## src/hw/dcr_pkg.sv

```systemverilog
`default_nettype none

package dcr_pkg;

    // unsigned adc word
    localparam int DATA_WIDTH = 12;

    // signed result, one bit wider so any difference fits
    localparam int OUT_WIDTH = DATA_WIDTH + 1;

    // channels behind the shared adc
    localparam int NUM_CH = 4;
    localparam int CH_WIDTH = $clog2(NUM_CH);

    // samples per averaging block, must be a power of two
    localparam int AVG_WINDOW = 16;

    // sum to average shift
    localparam int WIN_SHIFT = $clog2(AVG_WINDOW);

    // block sum never overflows at this width
    localparam int ACC_WIDTH = DATA_WIDTH + WIN_SHIFT;

    // in-block sample counter, wraps at AVG_WINDOW
    localparam int CNT_WIDTH = WIN_SHIFT;

endpackage

`default_nettype wire

```

## src/hw/adc_channel_demux.sv

```systemverilog
`timescale 1ns/1ps
`default_nettype none

module adc_channel_demux (
    input  wire                              adc_clk,
    input  wire                              rst_n,
    input  wire                              stable,
    input  wire                              in_valid,
    input  wire [dcr_pkg::CH_WIDTH-1:0]      in_ch,
    input  wire [dcr_pkg::DATA_WIDTH-1:0]    in_data,
    output logic [dcr_pkg::NUM_CH-1:0]       ch_strobe,
    output logic [dcr_pkg::DATA_WIDTH-1:0]   ch_data
);

    logic [dcr_pkg::NUM_CH-1:0] strobe_next;
    logic                       accept;

    // samples outside a stable period are dropped here
    assign accept = in_valid & stable;

    // one-hot decode of the channel tag
    always_comb begin
        strobe_next = '0;
        if (accept) begin
            strobe_next[in_ch] = 1'b1;
        end
    end

    // strobe register, one cycle after in_valid
    always_ff @(posedge adc_clk or negedge rst_n) begin
        if (!rst_n) begin
            ch_strobe <= '0;
        end else begin
            ch_strobe <= strobe_next;
        end
    end

    // shared sample word for all channels
    // only the strobe tells a channel the word is its own
    always_ff @(posedge adc_clk) begin
        if (accept) begin
            ch_data <= in_data;
        end
    end

endmodule

`default_nettype wire

```

## src/hw/dc_removal.sv

```systemverilog
`timescale 1ns/1ps
`default_nettype none

module dc_removal (
    input  wire                                 adc_clk,
    input  wire                                 rst_n,
    input  wire                                 stable,
    input  wire                                 sample_strobe,
    input  wire [dcr_pkg::DATA_WIDTH-1:0]       data_in,
    output logic signed [dcr_pkg::OUT_WIDTH-1:0] data_out,
    output logic                                res_valid,
    output logic [dcr_pkg::DATA_WIDTH-1:0]      avg,
    output logic                                en
);

    // block accumulator and sample position within the block
    logic [dcr_pkg::ACC_WIDTH-1:0]  acc;
    logic [dcr_pkg::CNT_WIDTH-1:0]  cnt;

    logic [dcr_pkg::ACC_WIDTH-1:0]  sum_next;
    logic                           take;
    logic                           block_done;
    logic signed [dcr_pkg::OUT_WIDTH-1:0] diff;

    // a strobe only counts while the input is stable
    assign take = sample_strobe & stable;

    // running sum including the current sample
    assign sum_next = acc + dcr_pkg::ACC_WIDTH'(data_in);

    // window is a power of two, so the last slot is all ones
    assign block_done = take & (&cnt);

    // both operands zero-extended, result always fits in OUT_WIDTH
    assign diff = $signed({1'b0, data_in}) - $signed({1'b0, avg});

    // accumulator, counter and ready flag
    always_ff @(posedge adc_clk or negedge rst_n) begin
        if (!rst_n) begin
            acc <= '0;
            cnt <= '0;
            en  <= 1'b0;
        end else if (!stable) begin
            acc <= '0;
            cnt <= '0;
            en  <= 1'b0;
        end else if (take) begin
            // counter wraps on its own at the block boundary
            cnt <= cnt + 1'b1;
            if (block_done) begin
                acc <= '0;
                en  <= 1'b1;
            end else begin
                acc <= sum_next;
            end
        end
    end

    // stored offset estimate
    // survives a drop of stable until the next full block
    always_ff @(posedge adc_clk or negedge rst_n) begin
        if (!rst_n) begin
            avg <= '0;
        end else if (block_done) begin
            // rounded down block average
            avg <= sum_next[dcr_pkg::ACC_WIDTH-1:dcr_pkg::WIN_SHIFT];
        end
    end

    // result strobe, one cycle after the sample strobe
    // the closing sample of a block still sees the old avg here
    always_ff @(posedge adc_clk or negedge rst_n) begin
        if (!rst_n) begin
            res_valid <= 1'b0;
        end else begin
            res_valid <= take & en;
        end
    end

    // offset-free sample
    always_ff @(posedge adc_clk) begin
        if (take && en) begin
            data_out <= diff;
        end
    end

endmodule

`default_nettype wire

```

## src/hw/dc_output_collector.sv

```systemverilog
`timescale 1ns/1ps
`default_nettype none

module dc_output_collector (
    input  wire                                                 adc_clk,
    input  wire                                                 rst_n,
    input  wire [dcr_pkg::NUM_CH-1:0]                           res_valid,
    input  wire [dcr_pkg::NUM_CH-1:0][dcr_pkg::OUT_WIDTH-1:0]   res_data,
    input  wire [dcr_pkg::NUM_CH-1:0][dcr_pkg::DATA_WIDTH-1:0]  avg,
    input  wire [dcr_pkg::NUM_CH-1:0]                           en,
    input  wire [dcr_pkg::CH_WIDTH-1:0]                         offset_sel,
    output logic                                                out_valid,
    output logic [dcr_pkg::CH_WIDTH-1:0]                        out_ch,
    output logic signed [dcr_pkg::OUT_WIDTH-1:0]                out_data,
    output logic [dcr_pkg::DATA_WIDTH-1:0]                      offset_out,
    output logic [dcr_pkg::NUM_CH-1:0]                          ready_mask
);

    logic                           any_valid;
    logic [dcr_pkg::CH_WIDTH-1:0]   hit_ch;

    // channels share one latency, so at most one bit is ever set
    assign any_valid = |res_valid;

    // index of the active channel
    always_comb begin
        hit_ch = '0;
        for (int k = 0; k < dcr_pkg::NUM_CH; k++) begin
            if (res_valid[k]) begin
                hit_ch = dcr_pkg::CH_WIDTH'(k);
            end
        end
    end

    // merged output strobe
    always_ff @(posedge adc_clk or negedge rst_n) begin
        if (!rst_n) begin
            out_valid <= 1'b0;
        end else begin
            out_valid <= any_valid;
        end
    end

    // tag and result of the active channel
    always_ff @(posedge adc_clk) begin
        if (any_valid) begin
            out_ch   <= hit_ch;
            out_data <= $signed(res_data[hit_ch]);
        end
    end

    // offset readout, one cycle behind offset_sel and avg
    always_ff @(posedge adc_clk or negedge rst_n) begin
        if (!rst_n) begin
            offset_out <= '0;
        end else begin
            offset_out <= avg[offset_sel];
        end
    end

    // ready levels go straight out
    assign ready_mask = en;

endmodule

`default_nettype wire

```

## src/hw/dcr_frontend_top.sv

```systemverilog
`timescale 1ns/1ps
`default_nettype none

module dcr_frontend_top (
    input  wire                                  adc_clk,
    input  wire                                  rst_n,
    input  wire                                  stable,
    input  wire                                  in_valid,
    input  wire [dcr_pkg::CH_WIDTH-1:0]          in_ch,
    input  wire [dcr_pkg::DATA_WIDTH-1:0]        in_data,
    input  wire [dcr_pkg::CH_WIDTH-1:0]          offset_sel,
    output logic                                 out_valid,
    output logic [dcr_pkg::CH_WIDTH-1:0]         out_ch,
    output logic signed [dcr_pkg::OUT_WIDTH-1:0] out_data,
    output logic [dcr_pkg::DATA_WIDTH-1:0]       offset_out,
    output logic [dcr_pkg::NUM_CH-1:0]           ready_mask
);

    // demux to channels
    logic [dcr_pkg::NUM_CH-1:0]                           ch_strobe;
    logic [dcr_pkg::DATA_WIDTH-1:0]                       ch_data;

    // channels to collector
    logic [dcr_pkg::NUM_CH-1:0]                           res_valid;
    logic [dcr_pkg::NUM_CH-1:0][dcr_pkg::OUT_WIDTH-1:0]   res_data;
    logic [dcr_pkg::NUM_CH-1:0][dcr_pkg::DATA_WIDTH-1:0]  avg;
    logic [dcr_pkg::NUM_CH-1:0]                           en;

    adc_channel_demux i_demux (
        .adc_clk   (adc_clk),
        .rst_n     (rst_n),
        .stable    (stable),
        .in_valid  (in_valid),
        .in_ch     (in_ch),
        .in_data   (in_data),
        .ch_strobe (ch_strobe),
        .ch_data   (ch_data)
    );

    // one offset remover per channel
    for (genvar k = 0; k < dcr_pkg::NUM_CH; k++) begin : g_ch
        dc_removal i_dcr (
            .adc_clk       (adc_clk),
            .rst_n         (rst_n),
            .stable        (stable),
            .sample_strobe (ch_strobe[k]),
            .data_in       (ch_data),
            .data_out      (res_data[k]),
            .res_valid     (res_valid[k]),
            .avg           (avg[k]),
            .en            (en[k])
        );
    end

    dc_output_collector i_collector (
        .adc_clk    (adc_clk),
        .rst_n      (rst_n),
        .res_valid  (res_valid),
        .res_data   (res_data),
        .avg        (avg),
        .en         (en),
        .offset_sel (offset_sel),
        .out_valid  (out_valid),
        .out_ch     (out_ch),
        .out_data   (out_data),
        .offset_out (offset_out),
        .ready_mask (ready_mask)
    );

endmodule

`default_nettype wire

```

## config.mk

```make
export PLATFORM = sky130hd
export DESIGN_NAME = dcr_frontend_top
export DESIGN_NICKNAME = d
export VERILOG_FILES = /design/src/hw/dcr_pkg.sv /design/src/hw/adc_channel_demux.sv /design/src/hw/dc_removal.sv /design/src/hw/dc_output_collector.sv /design/src/hw/dcr_frontend_top.sv
export SDC_FILE = /design/constraint.sdc
export NUM_CORES = 1
export LEC_CHECK = 0
export BUFFER_PORTS_ARGS = -buffer_cell sky130_fd_sc_hd__buf_2
export CAP_MARGIN = 25
export CORE_UTILIZATION = 37
export CTS_BUF_LIST = sky130_fd_sc_hd__clkbuf_4
export DETAILED_ROUTE_END_ITERATION = 10
export GPL_TIMING_DRIVEN = 0
export PLACE_DENSITY = 0.55
export SYNTH_ARGS = -nofsm -noshare
export SYNTH_HDL_FRONTEND = slang
export SYNTH_HIERARCHICAL = 1
export SYNTH_SLANG_ARGS = --single-unit
```

## constraint.sdc

```tcl
create_clock -name adc_clk -period 5.15 [get_ports adc_clk]
set_input_delay 0.2575 -clock adc_clk [delete_from_list [all_inputs] [get_ports adc_clk]]
set_output_delay 0.2575 -clock adc_clk [all_outputs]
set_load 0.02 [all_outputs]
```

==> impl_metrics.csv <==
group,metric,value,unit
floorplanning,fp-row-count,70,
clocking,clk_transition_reported_paths,0.06,ns
synthesis,ys_types,74,
clocking,cts_root_buffer,"clkbuf_4",
layout,layout-drive-gt1-share,14.62,%
layout,final_util,43.28,%
drt,drtIter0Drc,594,
drt,wl,38.45,mm
clocking,cts_buffers,71,
hold_path,min_path_type,"input pin to asynchronous set/reset pin",
global_routing,grt_max_degree,101,
pwr,power_density,273.4,mW/mm²
synthesis,synth_top_area_share,27.58,%
synthesis,syn_area_per_cell,10.23,µm²
synthesis,synth_edf_count,79,
pwr,switchingPower,0.001157,W
timing,fin_crit,3.192,ns
setup_path,cp-start-kind,"register",
synthesis,yosysTopAreaCell,"dfrtp_1",
pwr,switching_share,26.58,%
timing,setup_violations,0,
floorplanning,core,0.03679,mm²
pwr,peakVddDrop,0.1599,mV
setup_path,criticalPathCategory,"register to register",
timing,max_freq,313.3,MHz
timing,hold_viol,0,
setup_path,end_kind,"register",
placement,portBuffers,51,
drt,viasPerCell,5.367,
global_routing,grt_util_all_layers,20.61,%
clocking,htree_num_levels,3,
clocking,clockBufferDepth,3,
setup_path,worstPathRequired,5.76,ns
global_routing,grt_pass1_vias,10610,
pwr,power_frac_clock,43.5,%
clocking,clkSinkCount,232,
setup_path,worst-endpoint-arrival,3.80,ns
clocking,clk_latency,0.71,ns
timing,skew,0.03953,ns
layout,area_delta_synth_final,14.70,%
synthesis,yosysSeqAreaShare,44.67,%
timing,worst_pin_slew,0.9229,ns
drt,routedWlPerCell,18.95,µm
floorplanning,die_width,195.7,µm
drt,drc,0,
floorplanning,initial_core_util,37.73,%
pwr,p_leak,6.962,nW
timing,relSlewSlack,38.47,%
floorplanning,die_h,195.7,µm
drt,vias,10890,
status,status,"finished, final reports clean",
layout,layout_common_cells,"153 x dfrtp_1, 128 x nand2_1, 109 x clkbuf_4, 100 x ha_1, 89 x inv_1",
global_routing,antenna_found_initial,2,
synthesis,ys.flop_type,"dfrtp_1",
timing,rsz0062_at_grt,"no",
drt,drt_pass1_iterations,5,
synthesis,synth_area,0.01388,mm²
synthesis,yosysWarnings,6,
setup_path,critical_path.max_fanout,12,
pwr,pwr-share-seq,45.7,%
global_routing,grt_pass1_wl,59.77,mm
pwr,internal_power,0.003196,W
layout,final_common_cell,"dfrtp_1",
synthesis,syn_nets,1485,
floorplanning,ios,52,
run,cap_violations,0,
layout,nNetsFinal,1631,
drt,ant_nets,0,
timing,fin_setup_tns,0,ns
placement,dp_hpwl,27.09,mm
synthesis,ys_seq_elements,232,
synthesis,synthArstFlopShare,65.95,%
clocking,tritoncts,"built",
timing,maxSlewViolCount,0,
global_routing,grt.overflow.total,0,
pwr,combPwrFrac,10.8,%
floorplanning,die_area,0.03829,mm²
synthesis,synth_area_leaders,"dfrtp_1 28%, edfxtp_1 17%, ha_1 9.0%",
timing,fin_crit_sh,61.98,%
placement,place_congestion,0.8465,
synthesis,synthCells,1357,
## worst paths after layout
path	start	endpoint	slack, ns	cells after the start
max	i_demux/ch_data[1]	g_ch[0].i_dcr/acc[14]	1.96	8
max in group asynchronous	rst_n	g_ch[1].i_dcr/avg[11]	4.17	3
min reg2reg	g_ch[3].i_dcr/acc[3]	g_ch[3].i_dcr/acc[3]	0.49	2
min	rst_n	g_ch[0].i_dcr/acc[3]	0.06	2
max reg2reg	i_demux/ch_data[1]	g_ch[0].i_dcr/acc[14]	1.96	8
min in group adc_clk	stable	g_ch[2].i_dcr/en	0.14	3
## worst max-delay path, stage by stage, from the launching register on
cell,delay (ns)
edfxtp_1,0.95
inv_1,0.35
fa_1,0.57
nor2b_4,0.14
o31a_1,0.17
o31a_1,0.29
a22oi_1,0.19
or3_1,0.37
o21ai_1,0.08
## registers in the layout, indices dropped and copies added, names as in the netlist
signal                  flops
g_ch.i_dcr/acc             64
g_ch.i_dcr/data_out        52
g_ch.i_dcr/en               4
i_collector/out_ch          2
g_ch.i_dcr/res_valid        4
g_ch.i_dcr/cnt             16
i_collector/out_data       13
i_collector/offset_out     12
g_ch.i_dcr/avg             48
i_demux/ch_data            12
i_collector/out_valid       1
i_demux/ch_strobe           4
## power by group through the flow
stage	clock network [W]	logic (W)	registers (W)
after floorplan	0	0.000331	0.00200
after global placement	0	0.000446	0.00202
after detailed placement	0	0.000455	0.00202
after CTS	0.00197	0.000469	0.00199
after global routing	0.00205	0.000527	0.00199
final	0.00189	0.000471	0.00199
## final cells by class
class	count	area, µm²
Sequential cell	232	6201
Buffer	45	220.2
Timing Repair Buffer	73	503.0
Antenna cell	2	5.005
Multi-Input combinational cell	991	7126
Tap cell	468	585.6
Clock buffer	109	818.3
Clock inverter	20	128.9
Inverter	89	334.1
Fill cell	3577	20860
## stage by stage
stage	hold WS (ns)	std cells	setup WS (ns)	total power, W	area (µm²)
floorplan	-0.03809	1357	2.876	0.002327	13880
global placement	0.4364	1876	1.169	0.002471	14720
detailed placement	0.2205	1877	1.950	0.002480	14760
CTS	0.01859	2027	1.924	0.004424	15920
global route	0.06028	2028	1.763	0.004572	15920
finish	0.06105	2029	1.958	0.004354	15920
## synth_stat cells, drive strengths merged (9+ instances only)
master,n
dfrtp,153
nand2,128
o21ai,101
ha,100
inv,89
a21oi,85
edfxtp,79
nor2,65
xnor2,49
nor2b,36
xor2,32
a22oi,31
nand3,30
clkbuf,29
a22o,28
a21o,24
and2,19
nand2b,17
o21a,17
and3,16
buf,16
o31ai,16
nand4,14
nor3,14
a31oi,12
mux2i,12
mux4,12
o31a,12
mux2,10
or3,9
## timing repair
action,CTS,global route
endpoints found under the hold margin,171,0
hold buffers,21,0
resized for setup,0,0
setup buffers,0,0
## kinds of logic after synthesis
kind of cell | share of synthesized area [%]
AO/OA/AOI/OAI | 18.29
AND/OR/NAND/NOR | 14.06
flip-flops | 44.67
buffers and inverters | 3.993
adder cells (fa/ha/maj) | 10.17
XOR/XNOR | 5.111
multiplexers | 3.705
## routing by layer
layer  wire (µm)  vias to the layer above  track usage [%]
li1            -                     5300                -
met1       18380                     5201            28.70
met2       16600                      310            31.01
met3        2250                       78            4.418
met4        1217                        0            8.681
met5           0                        -                0
(Power assumes the default switching activity.)
